[src/wdb_macros.svh]
`ifndef WDB_MACROS_SVH
`define WDB_MACROS_SVH

// buffer geometry
`define WDB_ENTRY_NUM 8
`define WDB_IDX_W 3 // log2 of entry count
`define WDB_DATA_W 64

// data array and reorder buffer
`define SRAM_ADDR_W 12
`define ROB_IDX_W 5

// cycles from the command strobe
`define ARB_TO_WDB_DELAY 5 // until the buffer read
`define WRITE_DONE_DELAY 20 // until write_done, must exceed read delay + 1

`endif

[src/wdb_types_pkg.sv]
`include "wdb_macros.svh"

package wdb_types_pkg;

    // index of one write buffer entry
    typedef logic [`WDB_IDX_W-1:0] wdb_idx_t;

    // one write data word, single beat
    typedef logic [`WDB_DATA_W-1:0] wdb_data_t;

    // line address into the data array
    typedef logic [`SRAM_ADDR_W-1:0] sram_addr_t;

    // reorder buffer slot reported on write_done
    typedef logic [`ROB_IDX_W-1:0] rob_idx_t;

endpackage

[src/wdb_ctrl_pkg.sv]
package wdb_ctrl_pkg;

    // pre-allocation slot
    typedef enum logic {
        ALLOC_EMPTY,
        ALLOC_HELD
    } alloc_state_e;

    // owner of the buffer RAM this cycle
    typedef enum logic [1:0] {
        GRANT_NONE,
        GRANT_DRAIN,
        GRANT_FILL
    } wdb_grant_e;

endpackage

[src/wdb_ram.sv]
`timescale 1ns/1ps
`include "wdb_macros.svh"

module wdb_ram (
    input  logic                     clk,
    input  logic                     ram_en,
    input  logic                     ram_wr_en,
    input  wdb_types_pkg::wdb_idx_t  ram_addr,
    input  wdb_types_pkg::wdb_data_t ram_wr_data,
    output wdb_types_pkg::wdb_data_t ram_rd_data
);

    wdb_types_pkg::wdb_data_t mem [`WDB_ENTRY_NUM];

    // single port, write has no read-through
    always_ff @(posedge clk) begin
        if (ram_en) begin
            if (ram_wr_en) begin
                mem[ram_addr] <= ram_wr_data;
            end else begin
                ram_rd_data <= mem[ram_addr]; // one cycle read latency
            end
        end
    end

endmodule

[src/wdb_mem_arbiter.sv]
`timescale 1ns/1ps
`include "wdb_macros.svh"

module wdb_mem_arbiter (
    input  logic                     clk,
    input  logic                     rst_n,
    input  logic                     drain_rd_vld,
    input  wdb_types_pkg::wdb_idx_t  drain_rd_idx,
    input  logic                     write_wdb_vld,
    input  wdb_types_pkg::wdb_idx_t  write_wdb_idx,
    input  wdb_types_pkg::wdb_data_t write_wdb_data,
    output logic                     write_wdb_rdy,
    output logic                     ram_en,
    output logic                     ram_wr_en,
    output wdb_types_pkg::wdb_idx_t  ram_addr,
    output wdb_types_pkg::wdb_data_t ram_wr_data,
    output logic                     free_vld,
    output wdb_types_pkg::wdb_idx_t  free_idx
);

    wdb_ctrl_pkg::wdb_grant_e grant;
    logic [`WDB_ENTRY_NUM-1:0] written; // entry holds unread data

    // drain reads have fixed timing, so they always win
    always_comb begin
        if (drain_rd_vld) begin
            grant = wdb_ctrl_pkg::GRANT_DRAIN;
        end else if (write_wdb_vld) begin
            grant = wdb_ctrl_pkg::GRANT_FILL;
        end else begin
            grant = wdb_ctrl_pkg::GRANT_NONE;
        end
    end

    assign ram_en        = (grant != wdb_ctrl_pkg::GRANT_NONE);
    assign ram_wr_en     = (grant == wdb_ctrl_pkg::GRANT_FILL);
    assign ram_addr      = (grant == wdb_ctrl_pkg::GRANT_DRAIN) ? drain_rd_idx : write_wdb_idx;
    assign ram_wr_data   = write_wdb_data;
    assign write_wdb_rdy = (grant == wdb_ctrl_pkg::GRANT_FILL);

    // a drained entry goes back to the allocator
    assign free_vld = (grant == wdb_ctrl_pkg::GRANT_DRAIN);
    assign free_idx = drain_rd_idx;

    always_ff @(posedge clk or negedge rst_n) begin
        if (!rst_n) begin
            written <= '0;
        end else if (grant == wdb_ctrl_pkg::GRANT_FILL) begin
            written[write_wdb_idx] <= 1'b1;
        end else if (grant == wdb_ctrl_pkg::GRANT_DRAIN) begin
            written[drain_rd_idx] <= 1'b0;
        end
    end

    // command must name an entry that was filled earlier
    a_drain_of_filled: assert property (@(posedge clk) disable iff (!rst_n)
        drain_rd_vld |-> written[drain_rd_idx]);

    // one fill per entry between drains
    a_fill_of_unwritten: assert property (@(posedge clk) disable iff (!rst_n)
        write_wdb_rdy |-> !written[write_wdb_idx]);

endmodule

[src/wdb_drain_pipe.sv]
`timescale 1ns/1ps
`include "wdb_macros.svh"

module wdb_drain_pipe (
    input  logic                       clk,
    input  logic                       rst_n,
    input  logic                       dataram_wr_vld,
    input  wdb_types_pkg::wdb_idx_t    dataram_wr_idx,
    input  wdb_types_pkg::sram_addr_t  dataram_wr_addr,
    input  wdb_types_pkg::rob_idx_t    dataram_wr_rob,
    output logic                       drain_rd_vld,
    output wdb_types_pkg::wdb_idx_t    drain_rd_idx,
    input  wdb_types_pkg::wdb_data_t   ram_rd_data,
    output logic                       write_sram_vld,
    output wdb_types_pkg::sram_addr_t  write_sram_addr,
    output wdb_types_pkg::wdb_data_t   write_sram_data,
    output logic                       write_done,
    output wdb_types_pkg::rob_idx_t    write_done_idx
);

    // stage k holds a command issued k+1 cycles ago
    localparam int RD_TAP   = `ARB_TO_WDB_DELAY - 1;
    localparam int DONE_TAP = `WRITE_DONE_DELAY - 1;

    logic [`WRITE_DONE_DELAY-1:0] vld_sr;
    wdb_types_pkg::wdb_idx_t      idx_sr  [`ARB_TO_WDB_DELAY]; // only needed up to the read
    wdb_types_pkg::sram_addr_t    addr_sr [`ARB_TO_WDB_DELAY];
    wdb_types_pkg::rob_idx_t      rob_sr  [`WRITE_DONE_DELAY];

    logic                      rd_vld_d;  // RAM output valid
    wdb_types_pkg::sram_addr_t rd_addr_d; // address lined up with RAM output

    always_ff @(posedge clk or negedge rst_n) begin
        if (!rst_n) begin
            vld_sr <= '0;
        end else begin
            vld_sr <= {vld_sr[`WRITE_DONE_DELAY-2:0], dataram_wr_vld};
        end
    end

    // payload follows the valid bits
    always_ff @(posedge clk) begin
        idx_sr[0]  <= dataram_wr_idx;
        addr_sr[0] <= dataram_wr_addr;
        rob_sr[0]  <= dataram_wr_rob;
        for (int i = 1; i < `ARB_TO_WDB_DELAY; i++) begin
            idx_sr[i]  <= idx_sr[i-1];
            addr_sr[i] <= addr_sr[i-1];
        end
        for (int i = 1; i < `WRITE_DONE_DELAY; i++) begin
            rob_sr[i] <= rob_sr[i-1];
        end
    end

    // read request reaches the buffer after the transport delay
    assign drain_rd_vld = vld_sr[RD_TAP];
    assign drain_rd_idx = idx_sr[RD_TAP];

    always_ff @(posedge clk or negedge rst_n) begin
        if (!rst_n) begin
            rd_vld_d <= 1'b0;
        end else begin
            rd_vld_d <= drain_rd_vld;
        end
    end

    always_ff @(posedge clk) begin
        if (drain_rd_vld) begin
            rd_addr_d <= addr_sr[RD_TAP];
        end
    end

    // data array always ready, beat goes out as soon as data is back
    assign write_sram_vld  = rd_vld_d;
    assign write_sram_addr = rd_addr_d;
    assign write_sram_data = ram_rd_data;

    assign write_done     = vld_sr[DONE_TAP];
    assign write_done_idx = rob_sr[DONE_TAP];

    // done must come after the beat has left
    a_delay_order: assert property (@(posedge clk) disable iff (!rst_n)
        (`WRITE_DONE_DELAY > `ARB_TO_WDB_DELAY + 1));

endmodule

[src/wdb_entry_alloc.sv]
`timescale 1ns/1ps
`include "wdb_macros.svh"

module wdb_entry_alloc (
    input  logic                    clk,
    input  logic                    rst_n,
    input  logic                    free_vld,
    input  wdb_types_pkg::wdb_idx_t free_idx,
    output logic                    alloc_vld,
    output wdb_types_pkg::wdb_idx_t alloc_idx,
    input  logic                    alloc_rdy
);

    logic [`WDB_ENTRY_NUM-1:0] free_map; // 1 = entry free
    wdb_ctrl_pkg::alloc_state_e state;
    wdb_types_pkg::wdb_idx_t   slot_idx;
    wdb_types_pkg::wdb_idx_t   low_idx;
    logic                      any_free;
    logic                      load;
    logic                      take;

    // lowest free entry, scanned from the top so the last hit wins
    always_comb begin
        low_idx  = '0;
        any_free = 1'b0;
        for (int i = `WDB_ENTRY_NUM - 1; i >= 0; i--) begin
            if (free_map[i]) begin
                low_idx  = wdb_types_pkg::wdb_idx_t'(i);
                any_free = 1'b1;
            end
        end
    end

    assign load = (state == wdb_ctrl_pkg::ALLOC_EMPTY) && any_free;
    assign take = alloc_vld && alloc_rdy;

    always_ff @(posedge clk or negedge rst_n) begin
        if (!rst_n) begin
            state <= wdb_ctrl_pkg::ALLOC_EMPTY;
        end else begin
            case (state)
                wdb_ctrl_pkg::ALLOC_EMPTY: begin
                    if (any_free) begin
                        state <= wdb_ctrl_pkg::ALLOC_HELD;
                    end
                end
                wdb_ctrl_pkg::ALLOC_HELD: begin
                    if (take) begin
                        state <= wdb_ctrl_pkg::ALLOC_EMPTY; // reload next cycle
                    end
                end
                default: state <= wdb_ctrl_pkg::ALLOC_EMPTY;
            endcase
        end
    end

    always_ff @(posedge clk) begin
        if (load) begin
            slot_idx <= low_idx;
        end
    end

    // held index leaves the map on load, drained ones come back
    always_ff @(posedge clk or negedge rst_n) begin
        if (!rst_n) begin
            free_map <= '1;
        end else begin
            if (load) begin
                free_map[low_idx] <= 1'b0;
            end
            if (free_vld) begin
                free_map[free_idx] <= 1'b1;
            end
        end
    end

    assign alloc_vld = (state == wdb_ctrl_pkg::ALLOC_HELD);
    assign alloc_idx = slot_idx; // stable while held

    // freeing something free or still on offer means a lost or duplicated entry
    a_no_double_free: assert property (@(posedge clk) disable iff (!rst_n)
        free_vld |-> (!free_map[free_idx] && !(alloc_vld && free_idx == alloc_idx)));

endmodule

[src/write_db_agent.sv]
`timescale 1ns/1ps

module write_db_agent (
    input  logic                      clk,
    input  logic                      rst_n,

    output logic                      alloc_vld,
    output wdb_types_pkg::wdb_idx_t   alloc_idx,
    input  logic                      alloc_rdy,

    input  logic                      write_wdb_vld,
    input  wdb_types_pkg::wdb_idx_t   write_wdb_idx,
    input  wdb_types_pkg::wdb_data_t  write_wdb_data,
    output logic                      write_wdb_rdy,

    input  logic                      dataram_wr_vld,
    input  wdb_types_pkg::wdb_idx_t   dataram_wr_idx,
    input  wdb_types_pkg::sram_addr_t dataram_wr_addr,
    input  wdb_types_pkg::rob_idx_t   dataram_wr_rob,

    output logic                      write_sram_vld,
    output wdb_types_pkg::sram_addr_t write_sram_addr,
    output wdb_types_pkg::wdb_data_t  write_sram_data,

    output logic                      write_done,
    output wdb_types_pkg::rob_idx_t   write_done_idx
);

    logic                     drain_rd_vld;
    wdb_types_pkg::wdb_idx_t  drain_rd_idx;
    logic                     ram_en;
    logic                     ram_wr_en;
    wdb_types_pkg::wdb_idx_t  ram_addr;
    wdb_types_pkg::wdb_data_t ram_wr_data;
    wdb_types_pkg::wdb_data_t ram_rd_data;
    logic                     free_vld;
    wdb_types_pkg::wdb_idx_t  free_idx;

    wdb_entry_alloc wdb_entry_alloc_i (
        .clk       (clk),
        .rst_n     (rst_n),
        .free_vld  (free_vld),
        .free_idx  (free_idx),
        .alloc_vld (alloc_vld),
        .alloc_idx (alloc_idx),
        .alloc_rdy (alloc_rdy)
    );

    // fill port and drain reads share the RAM
    wdb_mem_arbiter wdb_mem_arbiter_i (
        .clk            (clk),
        .rst_n          (rst_n),
        .drain_rd_vld   (drain_rd_vld),
        .drain_rd_idx   (drain_rd_idx),
        .write_wdb_vld  (write_wdb_vld),
        .write_wdb_idx  (write_wdb_idx),
        .write_wdb_data (write_wdb_data),
        .write_wdb_rdy  (write_wdb_rdy),
        .ram_en         (ram_en),
        .ram_wr_en      (ram_wr_en),
        .ram_addr       (ram_addr),
        .ram_wr_data    (ram_wr_data),
        .free_vld       (free_vld),
        .free_idx       (free_idx)
    );

    wdb_drain_pipe wdb_drain_pipe_i (
        .clk             (clk),
        .rst_n           (rst_n),
        .dataram_wr_vld  (dataram_wr_vld),
        .dataram_wr_idx  (dataram_wr_idx),
        .dataram_wr_addr (dataram_wr_addr),
        .dataram_wr_rob  (dataram_wr_rob),
        .drain_rd_vld    (drain_rd_vld),
        .drain_rd_idx    (drain_rd_idx),
        .ram_rd_data     (ram_rd_data),
        .write_sram_vld  (write_sram_vld),
        .write_sram_addr (write_sram_addr),
        .write_sram_data (write_sram_data),
        .write_done      (write_done),
        .write_done_idx  (write_done_idx)
    );

    wdb_ram wdb_ram_i (
        .clk         (clk),
        .ram_en      (ram_en),
        .ram_wr_en   (ram_wr_en),
        .ram_addr    (ram_addr),
        .ram_wr_data (ram_wr_data),
        .ram_rd_data (ram_rd_data)
    );

endmodule

[config.mk]
export PLATFORM = sky130hd
export DESIGN_NAME = write_db_agent
export DESIGN_NICKNAME = d
export VERILOG_FILES = /design/src/wdb_types_pkg.sv /design/src/wdb_ctrl_pkg.sv /design/src/wdb_ram.sv /design/src/wdb_mem_arbiter.sv /design/src/wdb_drain_pipe.sv /design/src/wdb_entry_alloc.sv /design/src/write_db_agent.sv
export VERILOG_INCLUDE_DIRS = /design/src /design/src/src
export SDC_FILE = /design/constraint.sdc
export NUM_CORES = 1
export LEC_CHECK = 0
export BUFFER_PORTS_ARGS = -buffer_cell sky130_fd_sc_hd__buf_2
export CORE_ASPECT_RATIO = 0.75
export CORE_UTILIZATION = 52
export DETAILED_ROUTE_END_ITERATION = 10
export GPL_TIMING_DRIVEN = 0
export PLACE_DENSITY = 0.7
export SLEW_MARGIN = 30
export SYNTH_ARGS = -nofsm -noshare
export SYNTH_HDL_FRONTEND = slang
export SYNTH_SLANG_ARGS = --single-unit
[constraint.sdc]
create_clock -name clk -period 5.89 [get_ports clk]
set_input_delay 0.589 -clock clk [delete_from_list [all_inputs] [get_ports clk]]
set_output_delay 0.589 -clock clk [all_outputs]
set_load 0.005 [all_outputs]
Word level (Yosys, flattened, before mapping)

Memory sizes are Yosys's and may differ from the RTL's. A register that Yosys moved wholly into a read port is not among the register bits.
Cells that the tools add are included.

Order comparisons: 4
Equality and inequality tests: 2
Multiplexer cells: 31
Bitwise logic cells: 5
Reduce and logical (&&, ||, !) cells: 6

Operators by type and width:

| operator           | number |
|---|---|
| $mux 3             | 9 |
| $mux 8             | 2 |
| $mux 1             | 15 |
| $and 8x8->8        | 1 |
| $lt 3x4->1 const B | 2 |
| $not 8->8          | 1 |
| $or 8x8->8         | 1 |
| $demux 1 s3        | 2 |
| $ge 3x1->1 const B | 2 |
| $logic_and 1x1->1  | 4 |
| $mux 2             | 2 |
| $eq 2x1->1 const B | 1 |
| $eq 2x2->1 const B | 1 |
| $not 1->1          | 2 |
| $pmux 1 s2         | 1 |
| $reduce_and 2->1   | 1 |
| $reduce_bool 2->1  | 1 |

Register bits: 33
Memory bits (writable): 687
Input port bits: 92
Logic and storage cells: 57
Memories: 4

Memory list:

| memory                   | depth | width | read ports | clocked after memory_dff | write ports | line                 | text |
|---|---|---|---|---|---|---|---|
| wdb_ram_i.mem            | 8     | 64    | 1          | 1                        | 1           | wdb_ram.sv:13        | `` wdb_types_pkg::wdb_data_t mem [`WDB_ENTRY_NUM]; `` |
| wdb_drain_pipe_i.rob_sr  | 20    | 5     | 20         | 0                        | 20          | wdb_drain_pipe.sv:28 | `` wdb_types_pkg::rob_idx_t rob_sr [`WRITE_DONE_DELAY]; `` |
| wdb_drain_pipe_i.addr_sr | 5     | 12    | 5          | 1                        | 5           | wdb_drain_pipe.sv:27 | `` wdb_types_pkg::sram_addr_t addr_sr [`ARB_TO_WDB_DELAY]; `` |
| wdb_drain_pipe_i.idx_sr  | 5     | 3     | 5          | 0                        | 5           | wdb_drain_pipe.sv:26 | `` wdb_types_pkg::wdb_idx_t idx_sr [`ARB_TO_WDB_DELAY]; `` |

Longest topological paths before layout

Gate-level depths: netlist of run 1.

Depth after elaboration: 17
Gate-level depth with buffers: 8

Cells and area by module

A second synthesis of run 1 with hierarchy kept.

Cells, all modules: 1,239
Area total of the unflattened synthesis: 27,636.5 um^2

Modules (own cells, without submodules):

| module          | times used | cells an instance | area each (um^2) | seq. area each (um^2) |
|---|---|---|---|---|
| wdb_ram         | 1          | 827               | 21,554.4         | 17,296.6 |
| wdb_drain_pipe  | 1          | 279               | 4,904.7          | 4,364.2 |
| wdb_entry_alloc | 1          | 59                | 614.3            | 325.3 |
| wdb_mem_arbiter | 1          | 74                | 563.0            | 0.0 |

Worst setup path before layout of run 1

Ideal clock, no wire load.

Path kind: register to register
From: register wdb_drain_pipe_i.vld_sr[4]
To: memory wdb_ram_i.mem[6][0] (netlist bit), enable pin
Library setup time: 0.486 ns
Data arrival time: 3.966 ns
Slack: 1.438 ns
Cell stages (with the launch flop): 6
Path buffers: 3
Clock period less this slack: 4.452 ns
Path through: dfrtp_1 -> buf_6 -> buf_2 -> o21a_1 -> clkbuf_1 -> nor2_1

Cells in the longest elaborated chain, start to end: 5

Ends and longest elaborated chain:

| what                         | line                  | text |
|---|---|---|
| start, declared              | wdb_drain_pipe.sv:25  | `` logic [`WRITE_DONE_DELAY-1:0] vld_sr; `` |
| start signal, assigned       | wdb_drain_pipe.sv:37  | `` vld_sr <= {vld_sr[`WRITE_DONE_DELAY-2:0], dataram_wr_vld}; `` |
| $mux 2 *                     | wdb_mem_arbiter.sv:26 | `if (drain_rd_vld) begin` |
| $eq 2x2->1                   | wdb_mem_arbiter.sv:36 | `assign ram_wr_en = (grant == wdb_ctrl_pkg::GRANT_FILL);` |
| $mux 1                       | wdb_ram.sv:18         | `if (ram_wr_en) begin` |
| $mux 1                       | wdb_ram.sv:17         | `if (ram_en) begin` |
| $mux 1 (not written as such) | wdb_ram.sv:19         | `mem[ram_addr] <= ram_wr_data;` |
| end, declared                | wdb_ram.sv:13         |  |

Mark *: on every way between the ends. The rest lies on a longest branch, timed or not.

Worst setup path in the final report of run 1

From: register wdb_drain_pipe_i.vld_sr[4]
To: register wdb_ram_i.ram_rd_data[29], read port of wdb_ram_i.mem (data pin)

Cells in the longest elaborated chain, start to end: 4

Ends and longest elaborated chain:

| what                              | line                  | text |
|---|---|---|
| $mux 2 *                          | wdb_mem_arbiter.sv:26 |  |
| $eq 2x2->1                        | wdb_mem_arbiter.sv:36 |  |
| $not 1->1 (no source line)        | n/a                   |  |
| $reduce_and 2->1 (no source line) | n/a                   |  |
| end, declared                     | wdb_ram.sv:10         | `output wdb_types_pkg::wdb_data_t ram_rd_data` |

Marked as above.
A chain may end at the register's enable or synchronous reset.

==> impl_metrics.yaml, run 1 <==
outcome:
  status: "complete, no violations"
critical_path:
  r2r_cells: 7
  path_max_fanout: 14
  end_kind: "flip-flop"
  regToRegStartpoint: "wdb_drain_pipe_i.vld_sr[4]"
  required_ns: 6.22
  crit_type: "flip-flop to flip-flop"
  reg2reg_slack_ns: 2.58
  critical_path_arrival_ns: 3.64
  start_kind: "flip-flop"
  r2r-end: "wdb_ram_i.ram_rd_data[29]"
synthesis:
  avgSynthCellArea_um2: 14.8
  yosysSeqAreaShare_pct: 82.6
  ys_ff_latch: 795
  synth.distinct_cells: 36
  synth_area_mm2: 0.0266
  synth_nets: 1886
  async_reset_ff_share_pct: 3.65
  synth-edff-count: 591
  yosysWarnings: 0
  syn_inst: 1794
  synth_flop_cell: "edfxtp_1"
sta:
  fmax_mhz: 302
  setup_violations: 0
  fin_hold_ws_ns: 0.0871
  hold_viol_final: 0
  period_share_pct: 56.3
  final_max_slew_viol_count: 0
  rsz0062_at_grt: "false"
  slew_headroom_pct: 50.2
  layout_min_cycle_time_ns: 3.31
  skew_ns: 0.0181
  worst_pin_slew_ns: 0.747
power:
  irDropWorstVdd_mv: 0.205
  p_seq_share_pct: 54.2
  p_sw_mw: 2.49
  intPower_mw: 9.12
  p_clk_share_pct: 39.9
  switching_share_pct: 21.4
  p_total_mw: 11.6
  p_leak_nw: 11.8
  combPwrFrac_pct: 5.8
  pwr_density_cell_mw_per_mm2: 366
drt:
  drc: 0
  drtIter0Drc: 1558
  via_per_inst: 5.47
  finalWirelength_um: 58200
  post_drt_wl_per_cell_um: 20.8
  dr.pass1.iters: 5
  ant_nets: 0
  dr_total_vias: 15315
die:
  start_util_pct: 52.9
  die_area_mm2: 0.0521
  dieHeight_um: 198
  core-area_mm2: 0.0504
  die_width_um: 263
  pin_count: 180
  rows: 71
place:
  gp_congestion: 0.807
  dp.cells: 2661
  buffer_ports.inserted: 178
  hpwlAfterDp_um: 37300
finish:
  syn_to_final_growth_pct: 19.0
  final_common_cell: "edfxtp_1"
  drive_gt1_share_pct: 18.8
  fin_cells: 2799
  num-nets-final: 2172
  layout_common_cells: "edfxtp_1 (591), nand2_1 (513), a21oi_1 (259)"
  fillers: 3654
  final_util_pct: 62.9
clock_network:
  clkTransAtPathRegs_ns: 0.06
  cts-resized-gates: 0
  numCtsBuffers: 73
  cts.sinks: 795
  clk_path_buf_depth: 3
  clock_latency_ns: 0.61
  htree_levels: 3
  cts_tree: "done"
  cts_root_buf: "clkbuf_16"
global_routing:
  grt_pass1_wl_um: 87300
  grt_overflow: 0
  antenna_found_initial: 10
  grt_max_degree: 40
  track_usage_pct: 22.5
  grt_pass1_vias: 14938
min_path:
  hold_path.class: "primary input to flip-flop"
  hold_path_depth: 1
  min_to: "wdb_drain_pipe_i.addr_sr[0][8]"
  hp-start: "dataram_wr_addr[8]"
flow_run:
  drv_cap: 0
## power by group through the flow
stage | clock, mW | sequential, mW | combinational, mW
6_report | 4.63 | 6.30 | 0.678
5_1_grt | 4.93 | 6.31 | 0.745
4_1_cts | 4.72 | 6.30 | 0.682
3_5_place_dp | 0 | 6.42 | 0.676
3_3_place_gp | 0 | 6.42 | 0.628
2_1_floorplan | 0 | 6.42 | 0.333
## flip-flops by register name, summed over array words and instances, names as in the netlist
register                          count
wdb_drain_pipe_i.rob_sr             100
wdb_entry_alloc_i.alloc_idx           3
wdb_entry_alloc_i.free_map            8
wdb_drain_pipe_i.addr_sr             60
wdb_entry_alloc_i.alloc_vld           1
wdb_drain_pipe_i.vld_sr              20
wdb_ram_i.mem                       512
wdb_drain_pipe_i.idx_sr              15
wdb_drain_pipe_i.write_sram_addr     12
wdb_ram_i.ram_rd_data                64
## kinds of logic (layout without fill, tap and decap cells)
| family | after synthesis | in the layout | share of synthesized area [%] |
|---|---|---|---|
| DFF | 795 | 795 | 82.6 |
| and+or+nand+nor | 611 | 611 | 9.67 |
| AOI/OAI and AO/OA | 281 | 281 | 5.46 |
| buffers and inverters | 101 | 443 | 2.06 |
| muxes | 6 | 6 | 0.244 |
| other | 0 | 6 | 0 |
## cell usage after synthesis, types with 3 or more instances
library cell | instances | area share, %
buf_1 | 6 | 0.085
dfstp_2 | 8 | 0.79
mux2i_1 | 5 | 0.19
nand3b_1 | 3 | 0.085
nor3_1 | 5 | 0.094
a21oi_1 | 259 | 4.9
clkbuf_1 | 28 | 0.39
inv_1 | 7 | 0.099
o21ai_0 | 8 | 0.15
buf_4 | 10 | 0.28
buf_2 | 38 | 0.71
edfxtp_1 | 591 | 67
dfxtp_1 | 175 | 13
dfrtp_1 | 21 | 2.0
a22o_1 | 3 | 0.099
nand2b_1 | 4 | 0.094
nor2b_1 | 4 | 0.094
or4_1 | 63 | 1.8
buf_6 | 11 | 0.47
nand2_1 | 513 | 7.2
nor2_1 | 15 | 0.21
## routing by layer
metal	GRT usage, %	up-vias	routed length (um)
li1	-	7008	-
met2	35.9	686	27400
met5	0	-	63
met1	31.0	7497	24100
met3	5.47	114	5260
met4	6.87	10	1300
## final cells by class
type                    count  area (um^2)  area share, %
repair buffers            211         1760           5.56
clock inverters            33          224          0.707
diodes                      6         15.0         0.0474
multi-input cells         898         4170           13.2
inverters                   7         26.3         0.0829
flip-flops and latches    795        22000           69.4
well taps                 657          822           2.59
clock buffers              98         2150           6.79
plain buffers              94          526           1.66
## metrics by stage
| stage | area [um^2] | setup WS (ns) | setup TNS (ns) |
|---|---|---|---|
| finish | 31700 | 2.58 | 0 |
| global route | 31700 | 2.48 | 0 |
| CTS | 31700 | 2.37 | 0 |
| detailed placement | 29300 | 2.40 | 0 |
| global placement | 28300 | -1.38 | -647.61 |
| floorplan | 26600 | 1.44 | 0 |
## how the worst max path moves through the flow
stage / from / end / depth (start not counted)
3_5_place_dp: wdb_drain_pipe_i.vld_sr[4] / wdb_ram_i.ram_rd_data[62] / 6
6_report: wdb_drain_pipe_i.vld_sr[4] / wdb_ram_i.ram_rd_data[29] / 7
4_1_cts: wdb_drain_pipe_i.vld_sr[4] / wdb_ram_i.ram_rd_data[62] / 6
3_3_place_gp: wdb_drain_pipe_i.vld_sr[4] / wdb_ram_i.mem[7][37] / 5
5_1_grt: wdb_drain_pipe_i.vld_sr[4] / wdb_ram_i.ram_rd_data[31] / 7
2_1_floorplan: wdb_drain_pipe_i.vld_sr[4] / wdb_ram_i.mem[6][0] / 5
## what timing repair did
action,4_1_cts,5_1_grt
hold buffers,1,0
endpoints found under the hold margin,21,0
setup buffers,0,0
endpoints found under the setup margin,0,0
## critical path, cell delays in order, from the launching register on
cell,delay [ns]
dfrtp_1,0.76
buf_6,0.24
nor3_1,0.06
a21oi_1,0.36
buf_2,0.37
clkbuf_1,0.57
a21oi_1,0.10
or4_1,0.56
No activity file was read; power rests on OpenSTA's default activity.
==> inputs of run 2 (changes only) <==
--- a/config.mk
+++ b/config.mk
@@ -11,7 +11,7 @@
 export CORE_UTILIZATION = 52
 export DETAILED_ROUTE_END_ITERATION = 10
 export GPL_TIMING_DRIVEN = 0
-export PLACE_DENSITY = 0.7
+export PLACE_DENSITY = 0.73
 export SLEW_MARGIN = 30
 export SYNTH_ARGS = -nofsm -noshare
 export SYNTH_HDL_FRONTEND = slang
==> constraint.sdc (replaced) <==
create_clock -name clk -period 3 [get_ports clk]
set_input_delay 0.3 -clock clk [delete_from_list [all_inputs] [get_ports clk]]
set_output_delay 0.3 -clock clk [all_outputs]
set_load 0.005 [all_outputs]
==> impl_metrics.yaml, run 2 (same netlist as run 1, synthesis figures left out) <==
global_routing:
  grt_max_degree: 30
  grt_overflow: 0
  antenna_found_initial: 3
  grt_pass1_wl_um: 90200
  track_usage_pct: 23.1
  grt_pass1_vias: 15656
sta:
  skew_ns: 0.0180
  fin_hold_ws_ns: 0.263
  final_max_slew_viol_count: 0
  fmax_mhz: 345
  slew_headroom_pct: 45.8
  tns_ns: 0
  hold_viol_final: 0
  worst_pin_slew_ns: 0.813
  layout_min_cycle_time_ns: 2.90
  setup_violations: 0
  period_share_pct: 96.6
drt:
  finalWirelength_um: 59800
  drtIter0Drc: 1770
  dr_total_vias: 15738
  drc: 0
  ant_nets: 0
  dr.pass1.iters: 5
  post_drt_wl_per_cell_um: 20.7
  via_per_inst: 5.45
critical_path:
  path_max_fanout: 14
  reg2reg_slack_ns: 0.10
  crit_type: "flip-flop to flip-flop"
  end_kind: "flip-flop"
  critPathLaunch: "wdb_drain_pipe_i.vld_sr[4]"
  r2r_cells: 7
  critical_path_arrival_ns: 3.21
  start_kind: "flip-flop"
  required_ns: 3.31
  regToRegStartpoint: "wdb_drain_pipe_i.vld_sr[4]"
finish:
  drive_gt1_share_pct: 18.6
  top_regs: "wdb_ram_i.mem (512), wdb_drain_pipe_i.rob_sr (100), wdb_ram_i.ram_rd_data (64)"
  final_common_cell: "edfxtp_1"
  max_flop_register: "wdb_ram_i.mem"
  syn_to_final_growth_pct: 21.9
  num-nets-final: 2261
  layout_common_cells: "edfxtp_1 (591), nand2_1 (513), a21oi_1 (258)"
  largest_reg_flops: 512
min_path:
  hold_path.class: "primary input to async pin"
die:
  rows: 71
  start_util_pct: 52.9
  die_area_mm2: 0.0521
  core-area_mm2: 0.0504
  die_width_um: 263
  dieHeight_um: 198
  pin_count: 180
clock_network:
  cts.sinks: 795
  cts_tree: "done"
  clkTransAtPathRegs_ns: 0.06
  numCtsBuffers: 73
  cts_root_buf: "clkbuf_16"
  clock_latency_ns: 0.62
  clk_path_buf_depth: 3
  htree_levels: 3
power:
  pwr_density_cell_mw_per_mm2: 696
  irDropWorstVdd_mv: 0.460
  p_leak_nw: 12.1
place:
  buffer_ports.inserted: 178
  hpwlAfterDp_um: 37400
  gp_congestion: 0.795
outcome:
  status: "complete, no violations"
flow_run:
  drv_cap: 0
-- run 2: per-layer routing --
layer / share of wire (%) / GRT usage [%]
met1: 42 / 31.8
met2: 48 / 37.4
met3: 8.0 / 4.80
met4: 2.1 / 7.36
met5: 0.045 / 0
-- run 2: final timing paths --
check	endpoint
setup / recovery	wdb_ram_i.ram_rd_data[5]
max in group asynchronous	wdb_drain_pipe_i.vld_sr[4]
hold reg to reg	wdb_drain_pipe_i.rob_sr[7][1]
min in group clk	wdb_ram_i.ram_rd_data[62]
setup reg to reg	wdb_ram_i.ram_rd_data[5]
hold / removal	wdb_drain_pipe_i.vld_sr[18]
-- run 2: power breakdown --
part | internal, mW | switching [mW]
Combinational | 0.529 | 0.915
Sequential | 12.2 | 0.129
Clock | 4.84 | 3.95
-- run 2: critical path: stages, from the launching register on --
cell	delay, ns
dfrtp_2	0.57
buf_6	0.20
buf_2	0.21
o21a_1	0.22
buf_2	0.32
buf_1	0.47
a21oi_1	0.10
or4_1	0.50
-- run 2: stage by stage --
step / utilization (%) / power [mW] / setup slack, ns / instance area (um^2) / std cells
2_1_floorplan: - / 13.2 / -0.393 / 26600 / 1794
3_3_place_gp: 56.3 / 13.8 / -2.31 / 28400 / 2629
6_report: 64.4 / 22.6 / 0.103 / 32500 / 2886
5_1_grt: 64.4 / 23.3 / -0.00120 / 32500 / 2882
3_5_place_dp: 58.1 / 13.9 / -0.264 / 29300 / 2663
4_1_cts: 64.4 / 22.7 / 0.00791 / 32400 / 2881
-- run 2: layout make-up --
cell class,count,area [um^2]
Sequential cell,795,22000
Fill cell,3470,17900
Multi-Input combinational cell,898,4160
Timing Repair Buffer,301,2640
Clock buffer,97,2040
Tap cell,657,822
Buffer,93,537
Clock inverter,34,231
Inverter,7,26.3
Antenna cell,4,10.0
-- run 2: timing repair --
action / 4_1_cts / 5_1_grt
pin swaps: 0 / 1
endpoints found under the setup margin: 122 / 77
gates resized for setup: 7 / 5
hold buffers: 87 / 0
buffers inserted: 0 / 2
hold endpoints to repair: 553 / 0
